### src/hw/lsu_params.svh
// LSU sizing parameters

`ifndef LSU_PARAMS_SVH
`define LSU_PARAMS_SVH

// Data RAM depth in 32-bit words
`define LSU_RAM_WORDS 256
// Word index width, log2 of the depth
`define LSU_RAM_AW 8

// Request queue entries
`define LSU_QUEUE_DEPTH 4
// Destination register index width
`define LSU_RD_W 5

`endif

### src/hw/lsu_pkg.sv
// LSU shared types

`default_nettype none

`include "lsu_params.svh"

package lsu_pkg;

    // Access width of one load or store
    typedef enum logic [1:0] {
        SIZE_BYTE = 2'd0,
        SIZE_HALF = 2'd1,
        SIZE_WORD = 2'd2
    } mem_size_e;

    // One queued load/store request
    typedef struct packed {
        logic [31:0]            addr;
        logic [31:0]            wdata;
        logic [`LSU_RD_W-1:0]   rd;
        logic                   is_store;
        mem_size_e              size;
        logic                   uns;
    } lsu_req_t;

endpackage

`default_nettype wire

### src/hw/lsu_request_queue.sv
// LSU request queue

`timescale 1ns/1ps
`default_nettype none

`include "lsu_params.svh"

module lsu_request_queue (
    input  logic                    clk,
    input  logic                    rstz,
    input  logic                    req_valid,
    output logic                    req_ready,
    input  logic [31:0]             req_addr,
    input  logic [31:0]             req_wdata,
    input  logic [`LSU_RD_W-1:0]    req_rd,
    input  logic                    req_store,
    input  lsu_pkg::mem_size_e      req_size,
    input  logic                    req_uns,
    output logic                    q_valid,
    output lsu_pkg::lsu_req_t       q_req,
    input  logic                    q_ready
);

    localparam int unsigned QD = `LSU_QUEUE_DEPTH;
    localparam int unsigned PW = (QD > 1) ? $clog2(QD) : 1;
    localparam int unsigned CW = $clog2(QD + 1);
    localparam logic [PW-1:0] LAST = PW'(QD - 1);
    localparam logic [CW-1:0] FULL = CW'(QD);

    lsu_pkg::lsu_req_t entries [QD];
    logic [PW-1:0] wptr, rptr;
    logic [CW-1:0] count;
    logic push, pop;

    assign req_ready = (count != FULL);
    assign q_valid = (count != '0);
    // Head entry shows directly
    assign q_req = entries[rptr];

    assign push = req_valid && req_ready;
    assign pop = q_valid && q_ready;

    // Pointers wrap at depth and count tracks both ends
    always_ff @(posedge clk or negedge rstz) begin
        if (!rstz) begin
            wptr <= '0;
            rptr <= '0;
            count <= '0;
        end else begin
            if (push) wptr <= (wptr == LAST) ? '0 : wptr + 1'b1;
            if (pop) rptr <= (rptr == LAST) ? '0 : rptr + 1'b1;
            if (push && !pop) count <= count + 1'b1;
            else if (pop && !push) count <= count - 1'b1;
        end
    end

    // Field packing at intake
    always_ff @(posedge clk) begin
        if (push) begin
            entries[wptr] <= '{addr: req_addr, wdata: req_wdata, rd: req_rd,
                               is_store: req_store, size: req_size, uns: req_uns};
        end
    end

    a_count_bound: assert property (@(posedge clk) disable iff (!rstz) count <= FULL);
    // Empty and full both leave the pointers level
    a_ptr_level: assert property (@(posedge clk) disable iff (!rstz)
        (count == '0 || count == FULL) |-> wptr == rptr);

endmodule

`default_nettype wire

### config.mk
export PLATFORM = sky130hd
export DESIGN_NAME = lsu_request_queue
export DESIGN_NICKNAME = d
export VERILOG_FILES = /design/src/hw/lsu_pkg.sv /design/src/hw/lsu_request_queue.sv
export VERILOG_INCLUDE_DIRS = /design/src /design/src/hw
export SDC_FILE = /design/constraint.sdc
export NUM_CORES = 1
export LEC_CHECK = 0
export ABC_AREA = 1
export BUFFER_PORTS_ARGS = -buffer_cell sky130_fd_sc_hd__buf_2
export CAP_MARGIN = 20
export CORE_ASPECT_RATIO = 2
export CORE_MARGIN = 5
export CORE_UTILIZATION = 44
export DETAILED_ROUTE_END_ITERATION = 16
export PLACE_DENSITY = 0.66
export SETUP_SLACK_MARGIN = 0.02
export SYNTH_ARGS = -nofsm -noshare
export SYNTH_HDL_FRONTEND = slang
export SYNTH_SLANG_ARGS = --single-unit
### constraint.sdc
create_clock -name clk -period 4.65 [get_ports clk]
set_clock_uncertainty 0.2 [all_clocks]
set_input_delay 0 -clock clk [delete_from_list [all_inputs] [get_ports clk]]
set_output_delay 0 -clock clk [all_outputs]
set_load 0.02 [all_outputs]
==> summary.txt <==
Cells and area
  • Most common cell after layout, fill and taps aside: edfxtp_1
  • Share of cells above drive strength 1: 19.1%
  • Final core utilization: 53.9%
  • Nets: 1221
  • Layout area overhead: 21.5%
  • Commonest cells after routing, fill and taps aside: 292 x edfxtp_1, 234 x nand2_1, 159 x inv_1
  • Non-Filler Instances: 1507

Worst setup path
  • Crit. End Element: primary output
  • Worst path required time: 4.45 ns
  • CP max FO: 91
  • Cell Chain, Critical Path: buf_4 -> o211ai_1 -> nand2_1 -> buf_2
  • CP max stage delay: 1.01 ns
  • Crit path max-delay family: flip-flops
  • Critical-path top delay cell: dfrtp_4
  • Crit path buffers/inverters: 2
  • Reg2reg setup slack: 1.97 ns
  • CP arrival: around 2.7 ns
  • Setup crit start kind: register
  • Setup CP Type: reg2out

Floorplanning
  • Row count: 86
  • Core Region: 27400 µm²
  • Die ar.: 31300 µm²
  • Vert. Die Dim: 245 µm
  • Initial Util: ~44%
  • DIE WIDTH: 128 µm
  • Ports: ~150

Timing
  • RSZ-0062 raised after global routing: false
  • Pins Over Slew Limit: 0
  • Crit share post-route: 62.5%
  • Worst-margin pin slew: 0.962 ns
  • Final min period: 2.90 ns
  • # setup viols final: 0
  • Final hold vios: 0
  • Hold WS: 0.0181 ns
  • Slew margin rel.: 35.7%
  • Max Fclk: 344 MHz

Route
  • DR WL/cell: about 17 µm
  • Vias per inst: about 4.9
  • First-pass iteration count of the detailed router: 4
  • Initial drt markers: slightly below 400
  • Final WL: ~25 mm
  • Via Count: 7361
  • Residual DRC: 0
  • Antenna viol nets, final: 0

Global routing
  • GRT Util Overall: roughly 16%
  • Number of global-route vias before repair: around 7500
  • Initial antenna violation count: 1
  • First-pass GRT wire length: roughly 40 mm
  • Overflow after GRT: 0
  • Largest net degree at the start of global routing: 121

CTS
  • H-tree Lvls: 1
  • Clock tree buffer depth: 3
  • Clock latency on the worst-skew pair: roughly 0.52 ns
  • Num CTS Buffers: 26
  • Clock Sinks: 299
  • CTS resizes: 0
  • CTS tree: done
  • Clock transition at path regs: 0.07 ns
  • Root Driver: clkbuf_16

Power and ir drop
  • Pleak: 5.88 nW
  • Power per Cell Area: 622 nW/µm²
  • Total Power: 9.20 mW
  • Worst vdd ir: 0.410 mV

Placed design
  • Post-DP HPWL: 15.8 mm
  • Routability Congestion: ~0.82
  • Placed insts: roughly 1400
  • Port buffer count: 151

Synth
  • Synth cell types: 17
  • Synth Instances: 910
  • Synth Warn #: 0
  • Synthesized flop and latch total: 299
  • Mapped Area: 12200 µm²
  • Net Count, Synth: 994
  • Sequential share of the synthesized area: 73.5%
  • Synth Area per Inst: 13.4 µm²

Min path
  • HP Class: in2reg

Job
  • Max cap viols: 0

Run status
  • Outcome: completed
## through the flow
stage                     area, µm²  TNS [ns]  worst slack (ns)
after CTS                     14800         0              1.73
after global routing          14800         0              1.56
after floorplan               12200     -9.64           -0.0330
final                         14800         0              1.75
after global placement        13100         0              1.98
after detailed placement      13100         0              1.93
## cells in the mapped netlist
library cell / number / share of area [%]
edfxtp_1: 292 / 72
nand2_1: 234 / 7.2
inv_1: 159 / 4.9
o211ai_1: 136 / 8.4
buf_6: 30 / 2.8
buf_2: 13 / 0.53
o211ai_2: 10 / 1.0
dfrtp_1: 7 / 1.4
nand3_1: 7 / 0.29
ha_1: 6 / 0.62
nor2_1: 6 / 0.19
clkbuf_1: 5 / 0.15
fa_1: 1 / 0.16
inv_2: 1 / 0.031
nand4_1: 1 / 0.051
o21ai_0: 1 / 0.041
xnor2_1: 1 / 0.072
## layer usage
| layer | vias to the layer above | track usage [%] | wire length, µm |
|---|---|---|---|
| li1 | 3601 | - | - |
| met1 | 3563 | 18.0 | 9440 |
| met2 | 155 | 30.7 | 13900 |
| met3 | 42 | 2.20 | 1050 |
| met4 | 0 | 7.61 | 1000 |
| met5 | - | 0 | 0 |
## flip-flops by register name, summed over array words and instances, names as in the netlist
signal / flops
rptr: 2
entries: 292
wptr: 2
count: 3
## logic make-up after synthesis
family	after synthesis	share of synthesized area (%)
AOI/OAI and AO/OA	147	9.46
adders and majority gates	7	0.782
buffers and inverters	208	8.40
and+or+nand+nor	248	7.75
xor gates and xnor gates	1	0.0720
DFF	299	73.5
## worst paths after layout
| check | from | to | depth (start not counted) |
|---|---|---|---|
| setup / recovery | rptr[0] | q_req[31] | 4 |
| hold / removal | req_wdata[21] | entries[2][30] | 2 |
| setup reg to reg | count[0] | entries[3][17] | 5 |
| hold reg to reg | count[2] | count[2] | 2 |
| max in group asynchronous | rstz | rptr[0] | 3 |
| min in group asynchronous | rstz | count[1] | 3 |
## layout make-up
| type | count | area (µm²) |
|---|---|---|
| fill | 2245 | 12700 |
| sequential | 299 | 8950 |
| multi-input combinational | 403 | 2230 |
| timing repair buffer | 247 | 1720 |
| clock buffer | 29 | 683 |
| inverter | 160 | 601 |
| tap | 352 | 440 |
| clock inverter | 16 | 159 |
| antenna | 1 | 2.50 |
## worst register-to-register path, stage by stage (launching register included)
cell,delay [ns]
dfrtp_1,0.41
inv_1,0.08
nand3_1,0.14
nand2_1,0.30
nor2_4,0.84
buf_4,0.40
## report_power, final
group          switching, mW  internal [mW]
logic                   2.28           1.01
clock network          0.922           1.22
registers              0.231           3.54
## repair_timing
action                                 CTS  global route
endpoints found under the hold margin  306             0
hold buffers                            83             0
buffers inserted                         0             0
(Power assumes the default switching activity.)
