## config.mk

```make
export PLATFORM = sky130hd
export DESIGN_NAME = lsu_core_flat
export DESIGN_NICKNAME = d
export VERILOG_FILES = /design/src/hw/lsu_pkg.sv /design/src/hw/mem_bus_if.sv /design/src/hw/lsu_core.sv /design/src/flat_wrapper.sv
export VERILOG_INCLUDE_DIRS = /design/src /design/src/hw
export SDC_FILE = /design/constraint.sdc
export NUM_CORES = 1
export LEC_CHECK = 0
export BUFFER_PORTS_ARGS = -buffer_cell sky130_fd_sc_hd__buf_4
export CORE_ASPECT_RATIO = 0.5
export CORE_MARGIN = 4
export CORE_UTILIZATION = 33
export CTS_CLUSTER_DIAMETER = 40
export DETAILED_ROUTE_END_ITERATION = 8
export GPL_TIMING_DRIVEN = 0
export SLEW_MARGIN = 20
export SYNTH_ARGS = -nofsm -noshare
export SYNTH_HDL_FRONTEND = slang
export SYNTH_SLANG_ARGS = --single-unit
```

## constraint.sdc

```tcl
create_clock -name clk -period 5 [get_ports clk]
set_input_delay 0 -clock clk [delete_from_list [all_inputs] [get_ports clk]]
set_output_delay 0 -clock clk [all_outputs]
set_load 0.01 [all_outputs]
```

## src/hw/lsu_params.svh

```systemverilog
// LSU sizing parameters

`ifndef LSU_PARAMS_SVH
`define LSU_PARAMS_SVH

// Data RAM depth in 32-bit words
`define LSU_RAM_WORDS 256
// Word index width, log2 of the depth
`define LSU_RAM_AW 8

// Request queue entries
`define LSU_QUEUE_DEPTH 4
// Destination register index width
`define LSU_RD_W 5

`endif

```

## src/hw/lsu_pkg.sv

```systemverilog
// LSU shared types

`default_nettype none

`include "lsu_params.svh"

package lsu_pkg;

    // Access width of one load or store
    typedef enum logic [1:0] {
        SIZE_BYTE = 2'd0,
        SIZE_HALF = 2'd1,
        SIZE_WORD = 2'd2
    } mem_size_e;

    // One queued load/store request
    typedef struct packed {
        logic [31:0]            addr;
        logic [31:0]            wdata;
        logic [`LSU_RD_W-1:0]   rd;
        logic                   is_store;
        mem_size_e              size;
        logic                   uns;
    } lsu_req_t;

endpackage

`default_nettype wire

```

## src/hw/mem_bus_if.sv

```systemverilog
// Word-aligned memory bus

`timescale 1ns/1ps
`default_nettype none

`include "lsu_params.svh"

interface mem_bus_if;

    // Request side, held until ack
    logic [`LSU_RAM_AW-1:0] addr;
    logic [31:0]            wdata;
    logic [3:0]             wmask;
    logic                   we;
    logic                   req;

    // Response side, rdata valid with ack
    logic                   ack;
    logic [31:0]            rdata;

    modport master (output addr, wdata, wmask, we, req, input ack, rdata);
    modport slave  (input addr, wdata, wmask, we, req, output ack, rdata);

endinterface

`default_nettype wire

```

## src/hw/lsu_core.sv

```systemverilog
// LSU sequencer
// Split unaligned access, rotation and extension

`timescale 1ns/1ps
`default_nettype none

`include "lsu_params.svh"

module lsu_core (
    input  logic                    clk,
    input  logic                    rstz,
    input  logic                    q_valid,
    input  lsu_pkg::lsu_req_t       q_req,
    output logic                    q_ready,
    mem_bus_if.master               mem,
    output logic                    resp_valid,
    output logic [31:0]             resp_data,
    output logic [`LSU_RD_W-1:0]    resp_rd,
    output logic                    done,
    output logic                    done_misaligned
);

    typedef enum logic [2:0] {
        IDLE, READ1, READ2, LOAD, WRITE1, WRITE2, STORE
    } state_e;

    state_e state, next_state;
    logic start;

    // Decode of the head request
    logic [1:0] in_off;
    logic [3:0] in_base_mask;
    logic [7:0] in_mask;
    logic in_misaligned;

    // Latched operation context
    logic [1:0] off_r;
    lsu_pkg::mem_size_e size_r;
    logic uns_r;
    logic wb_ok_r;
    logic split_r;
    logic [3:0] upper_mask_r;

    // Read bytes, newest and previous
    logic [3:0][7:0] cur_b, prev_b, word_b;

    // Byte rotations on a doubled word
    function automatic logic [31:0] rotr_bytes(input logic [31:0] w, input logic [1:0] k);
        logic [63:0] dbl;
        dbl = {w, w} >> {k, 3'b000};
        return dbl[31:0];
    endfunction

    function automatic logic [31:0] rotl_bytes(input logic [31:0] w, input logic [1:0] k);
        logic [63:0] dbl;
        dbl = {w, w} << {k, 3'b000};
        return dbl[63:32];
    endfunction

    // ==================================================
    // Sequencer
    // ==================================================

    assign q_ready = (state == IDLE);
    assign start = q_valid && q_ready;

    always_ff @(posedge clk or negedge rstz) begin
        if (!rstz) state <= IDLE;
        else state <= next_state;
    end

    always_comb begin
        next_state = state;
        case (state)
            IDLE: if (start) next_state = q_req.is_store ? WRITE1 : READ1;
            READ1: if (mem.ack) next_state = split_r ? READ2 : LOAD;
            READ2: if (mem.ack) next_state = LOAD;
            WRITE1: if (mem.ack) next_state = split_r ? WRITE2 : STORE;
            WRITE2: if (mem.ack) next_state = STORE;
            default: next_state = IDLE;
        endcase
    end

    // Byte offset within the word
    assign in_off = q_req.addr[1:0];

    // Half at offset 3 or word off zero spills into the next word
    assign in_misaligned = (q_req.size == lsu_pkg::SIZE_HALF && in_off == 2'd3)
                        || (q_req.size == lsu_pkg::SIZE_WORD && in_off != 2'd0);

    always_comb begin
        case (q_req.size)
            lsu_pkg::SIZE_BYTE: in_base_mask = 4'b0001;
            lsu_pkg::SIZE_HALF: in_base_mask = 4'b0011;
            default: in_base_mask = 4'b1111;
        endcase
    end

    // Low nibble for the first word, high nibble for the second
    assign in_mask = {4'b0000, in_base_mask} << in_off;

    always_ff @(posedge clk) begin
        if (start) begin
            off_r <= in_off;
            size_r <= q_req.size;
            uns_r <= q_req.uns;
            wb_ok_r <= (q_req.rd != '0);
            split_r <= in_misaligned;
            upper_mask_r <= in_mask[7:4];
            resp_rd <= q_req.rd;
        end
    end

    // ==================================================
    // Memory bus
    // ==================================================

    always_ff @(posedge clk or negedge rstz) begin
        if (!rstz) begin
            mem.req <= 1'b0;
            mem.we <= 1'b0;
        end else if (start) begin
            mem.req <= 1'b1;
            mem.we <= q_req.is_store;
        end else if (mem.ack) begin
            // Second half keeps req up
            if (!((state == READ1 || state == WRITE1) && split_r)) begin
                mem.req <= 1'b0;
                mem.we <= 1'b0;
            end
        end
    end

    always_ff @(posedge clk) begin
        if (start) begin
            mem.addr <= q_req.addr[`LSU_RAM_AW+1:2];
            mem.wdata <= rotl_bytes(q_req.wdata, in_off);
            mem.wmask <= in_mask[3:0];
        end else if (mem.ack && (state == READ1 || state == WRITE1) && split_r) begin
            // Next word, wraps at top of RAM
            mem.addr <= mem.addr + 1'b1;
            mem.wmask <= upper_mask_r;
        end
    end

    // ==================================================
    // Load assembly
    // ==================================================

    always_ff @(posedge clk) begin
        if (mem.ack) begin
            cur_b <= rotr_bytes(mem.rdata, off_r);
            prev_b <= cur_b;
        end
    end

    // Low bytes of a split load come from the first word
    always_comb begin
        for (int i = 0; i < 4; i++) begin
            word_b[i] = (split_r && (i < 4 - int'(off_r))) ? prev_b[i] : cur_b[i];
        end
    end

    always_comb begin
        case (size_r)
            lsu_pkg::SIZE_BYTE:
                resp_data = uns_r ? {24'b0, word_b[0]} : {{24{word_b[0][7]}}, word_b[0]};
            lsu_pkg::SIZE_HALF:
                resp_data = uns_r ? {16'b0, word_b[1:0]} : {{16{word_b[1][7]}}, word_b[1:0]};
            default:
                resp_data = word_b;
        endcase
    end

    assign done = (state == LOAD) || (state == STORE);
    assign done_misaligned = done && split_r;
    // No register write for x0
    assign resp_valid = (state == LOAD) && wb_ok_r;

    a_bus_hold: assert property (@(posedge clk) disable iff (!rstz)
        mem.req && !mem.ack |=> mem.req && $stable(mem.addr));

endmodule

`default_nettype wire

```

## src/flat_wrapper.sv

```systemverilog
// flat-port wrapper written by rule: the top's interface ports become plain ports
module lsu_core_flat 
  (clk, rstz, q_valid, q_req, q_ready, resp_valid, resp_data, resp_rd, done, done_misaligned, mem_addr, mem_wdata, mem_wmask, mem_we, mem_req, mem_ack, mem_rdata);
  mem_bus_if mem_i ();
  input  logic clk;
  input  logic rstz;
  input  logic q_valid;
  input  lsu_pkg::lsu_req_t q_req;
  output logic q_ready;
  output logic resp_valid;
  output logic [31:0] resp_data;
  output logic [`LSU_RD_W-1:0] resp_rd;
  output logic done;
  output logic done_misaligned;
  output wire logic [$bits(mem_i.addr)-1:0] mem_addr;
  output wire logic [$bits(mem_i.wdata)-1:0] mem_wdata;
  output wire logic [$bits(mem_i.wmask)-1:0] mem_wmask;
  output wire logic [$bits(mem_i.we)-1:0] mem_we;
  output wire logic [$bits(mem_i.req)-1:0] mem_req;
  input wire logic [$bits(mem_i.ack)-1:0] mem_ack;
  input wire logic [$bits(mem_i.rdata)-1:0] mem_rdata;
  assign mem_addr = mem_i.addr;
  assign mem_wdata = mem_i.wdata;
  assign mem_wmask = mem_i.wmask;
  assign mem_we = mem_i.we;
  assign mem_req = mem_i.req;
  assign mem_i.ack = mem_ack;
  assign mem_i.rdata = mem_rdata;
  lsu_core u_core (.clk(clk), .rstz(rstz), .q_valid(q_valid), .q_req(q_req), .q_ready(q_ready), .mem(mem_i), .resp_valid(resp_valid), .resp_data(resp_data), .resp_rd(resp_rd), .done(done), .done_misaligned(done_misaligned));
endmodule
```

==> results <==
- Sequential elements use 60.3% of the synthesized area.
- Clock-pin slew was measured on the worst setup and hold paths at 60 ps.
- Clock tree synthesis inserted a total of 17 buffers.
- The count of nets left with antenna violations once routing finished came out at 0.
- The worst hold-check path type is in -> reg.
- The number of fill cells in the layout is 1581.
- The average instance in the mapped netlist occupies 17.4 µm².
- CTS saw 128 sinks.
- Across every metal layer, demand over resource in global routing totals 16.6%.
- The number of enable-type register cells in the synthesized netlist is 123.
- For this run, design rule violations remaining after detail routing come to 0.
- In the synthesized netlist, the cells that appear most often are sky130_fd_sc_hd__edfxtp_1 (123), sky130_fd_sc_hd__mux4_2 (64), sky130_fd_sc_hd__mux2i_1 (25).
- The total area of multi-input combinational cells is 0.00238 mm².
- Of all cell types, the one taking the most synthesized area is sky130_fd_sc_hd__edfxtp_1.
- The worst hold path endpoint is u_core.cur_b[7]$_DFFE_PP_.
- The wire length of the first global-routing pass is 27700 µm.
- The number of global-route vias before repair was 4996.
- The initial standard-cell utilization of the core is 34.0%.
- The synthesized cell area is 0.00633 mm².
- The largest net degree at the start of global routing is 71.
- The final number of hold-violating endpoints came to 0.
- The count of cells resized by post-cts repair is 0.
- The core region is 0.0186 mm².
- The horizontal die dimension is 204 µm.
- The flip-flop and latch count after synthesis is 128.
- For this design the top-level I/O count stands at 196.
- In this run the deepest clock path goes through 2 buffers.
- The routed length per instance is 19.1 µm.
- The total wire length is 17800 µm.
- Setup total negative slack on the finished layout was measured at 0 ps.
- The die covers 0.0216 mm².
- The leakage power is 3.64 nW.
- In this run the power density over the cells is 421 mW/mm².
- The critical path in this run is classified as in -> reg.
- The number of antenna violations at the first check in global routing is 1.
- The most frequently used flop master after synthesis is sky130_fd_sc_hd__edfxtp_1.
- The unique cell type count in the Yosys netlist is 37.
- The startpoint identified for the worst register-to-register timing path is u_core.off_r[1]$_DFFE_PP_.
- In this run, post-CTS hold repair placed 100 buffers.
- The worst hold path begins at mem_rdata[23].
- The routability congestion estimate is 0.768.
- The upper clock frequency limit is 363 MHz.
- The final non-filler cell area is 0.00955 mm².
- The H-tree generated during clock tree synthesis spans 4 levels.
- The data arrival time of the critical path is 2910 ps.
- The area growth from synthesis to final layout is 50.8%.
- Setup violations remaining at the end of the flow were counted as 0.
- The die is 106 µm tall.
- In this run the clock root is driven by a sky130_fd_sc_hd__clkbuf_16.
- The mean number of vias per cell is 4.96.
- The transition time of the tightest slew-check pin is 1030 ps.
- For this run, the post-layout net count is 768.
- Setup repair after global routing left no endpoint under its margin.
- The worst register-to-register path ends at u_core.cur_b[11]$_DFFE_PP_.
- The peak fanout along the critical path is 10.
- The number of max-capacitance violations reported is 0.
- The worst setup path is launched from a primary input.
- The fraction of layout cells with a size suffix above 1 is 42.9%.
- After legalization and detailed placement, the total HPWL measured 11900 µm.
- The most common cell in the netlist is sky130_fd_sc_hd__edfxtp_1.
- The length in cells of the worst reg-to-reg path is 5.
- The count of buffers inserted at the top-level ports is 173.
- The insertion delay of the later-clocked pin in the worst-skew pair is 420 ps.
- The worst supply voltage drop on vdd is 221 µV.
- For this run, asynchronously set or reset flops after synthesis account for 3.91%.
- Counting instances, the worst hold path has a depth of 2.
- The number of buffers inserted to repair setup after CTS is 0.
- The slack of the worst reg-to-reg path is 2250 ps.
- The number of DRC markers after the initial detailed-route iteration is 228.
- For this run, the number of Yosys warnings is 0.
- The area fraction of the dominant cell type after synthesis is 58.3%.
- The final period utilization is 55.0%.
- The total overflow left after global routing is 0.
- The post-synthesis net count is 474.
- By area the synthesized netlist is led by sky130_fd_sc_hd__edfxtp_1 (58%), sky130_fd_sc_hd__mux4_2 (23%), sky130_fd_sc_hd__mux2i_1 (4.0%).
- The final period demand of the worst path is 2750 ps.
- The data required time of the worst path is 5160 ps.
- The floorplan has 35 rows.
- In this run the cell area measured after placement is 0.00798 mm².
- Measured against its own limit, the worst slew margin works out to 30.9%.
- STA classifies the critical path endpoint as a flop.
- TritonCTS built the clock tree.
- The pre-antenna-repair detailed-routing pass consisted of 5 iterations.
- The area used by sequential logic in the layout is 0.00382 mm².
- The final worst clock skew is 8.98 ps.
- The total power after layout is 4.02 mW.
- The run finished with clean final reports.
- The max-slew violation total from the final report was 0.
- The overall via count from detail_route is 4620.
- The synthesized instance count is 364.
final cells by class:
cell class | instances | share of cell area, %
multi-input cells | 203 | 24.9
plain buffers | 26 | 1.14
inverters | 7 | 0.275
clock buffers | 18 | 4.49
well taps | 259 | 3.39
flip-flops and latches | 128 | 40.0
repair buffers | 275 | 24.4
clock inverters | 14 | 1.36
diodes | 1 | 0.0262
critical path: stages:
cell and delay, ps:
sky130_fd_sc_hd__dlygate4sd3_1 570, sky130_fd_sc_hd__buf_4 150, sky130_fd_sc_hd__clkbuf_1 580, sky130_fd_sc_hd__clkbuf_1 640, sky130_fd_sc_hd__mux4_2 400, sky130_fd_sc_hd__dlygate4sd3_1 560
sequential cells by signal (all words and copies together), names as in the netlist:
| signal | cells |
|---|---|
| u_core.mem.addr | 8 |
| u_core.split_r | 1 |
| u_core.cur_b | 32 |
| u_core.state | 3 |
| u_core.mem.we | 1 |
| u_core.mem.req | 1 |
| u_core.resp_rd | 5 |
| u_core.uns_r | 1 |
| u_core.wb_ok_r | 1 |
| u_core.mem.wdata | 32 |
| u_core.upper_mask_r | 3 |
| u_core.mem.wmask | 4 |
| u_core.size_r | 2 |
| u_core.prev_b | 32 |
| u_core.off_r | 2 |
worst max-delay path by stage:
stage	slack [ps]	to	startpoint	depth (start not counted)
floorplan	2300	u_core.mem.addr[1]$_DFFE_PP_	u_core.state[2]$_DFFE_PN0P_	5
global placement	1830	u_core.mem.addr[1]$_DFFE_PP_	u_core.state[2]$_DFFE_PN0P_	5
detailed placement	2390	u_core.mem.addr[4]$_DFFE_PP_	u_core.split_r$_DFFE_PP_	3
CTS	2230	u_core.cur_b[0]$_DFFE_PP_	u_core.off_r[1]$_DFFE_PP_	5
global route	2160	u_core.cur_b[11]$_DFFE_PP_	u_core.off_r[1]$_DFFE_PP_	5
finish	2250	u_core.mem.wdata[20]$_DFFE_PP_	q_req[41]	6
logic make-up after synthesis:
family / synth area share (%)
AO/OA/AOI/OAI: 4.82
XOR/XNOR: 0.968
AND/OR/NAND/NOR: 3.46
flip-flops: 60.3
adder cells (fa/ha/maj): 0.198
multiplexers: 28.1
buffers and inverters: 2.13
where the power goes:
group / total (mW) / internal, mW / switching (mW)
combinational: 1.26 / 0.645 / 0.612
clock: 1.19 / 0.691 / 0.503
sequential: 1.57 / 1.47 / 0.102
total: 4.02 / 2.80 / 1.22
layer usage:
layer  vias to the layer above  GRT usage, %  part of all wire [%]
li1                       2106             -                     -
met1                      2342          20.4                    40
met2                       155          29.6                    53
met3                        17          4.21                   5.7
met4                         0          4.33                   1.2
met5                         -             0                     0
cell usage in the layout, fill, tap and decap left out, types with 8 or more instances in the layout:
cell	netlist	layout
sky130_fd_sc_hd__o21ai_0	21	21
sky130_fd_sc_hd__mux4_2	64	64
sky130_fd_sc_hd__a21oi_1	8	8
sky130_fd_sc_hd__mux2_2	8	8
sky130_fd_sc_hd__nand2_1	10	10
sky130_fd_sc_hd__dlygate4sd3_1	0	101
sky130_fd_sc_hd__o21ai_1	10	10
sky130_fd_sc_hd__buf_4	0	173
sky130_fd_sc_hd__nor2_1	12	12
sky130_fd_sc_hd__buf_2	9	9
sky130_fd_sc_hd__clkbuf_1	12	13
sky130_fd_sc_hd__nand3_1	8	8
sky130_fd_sc_hd__edfxtp_1	123	123
sky130_fd_sc_hd__mux2i_1	25	25
sky130_fd_sc_hd__clkbuf_16	0	17
through the flow:
step	setup slack (ps)	util [%]	hold WS, ps	instances
2_1_floorplan	2300	-	-296	364
3_3_place_gp	1830	42.7	-192	796
3_5_place_dp	2390	42.9	-190	797
4_1_cts	2230	51.2	0.0726	929
5_1_grt	2160	51.3	3.98	931
6_report	2250	51.3	15.8	931
Power figures use the tool's default switching activity.
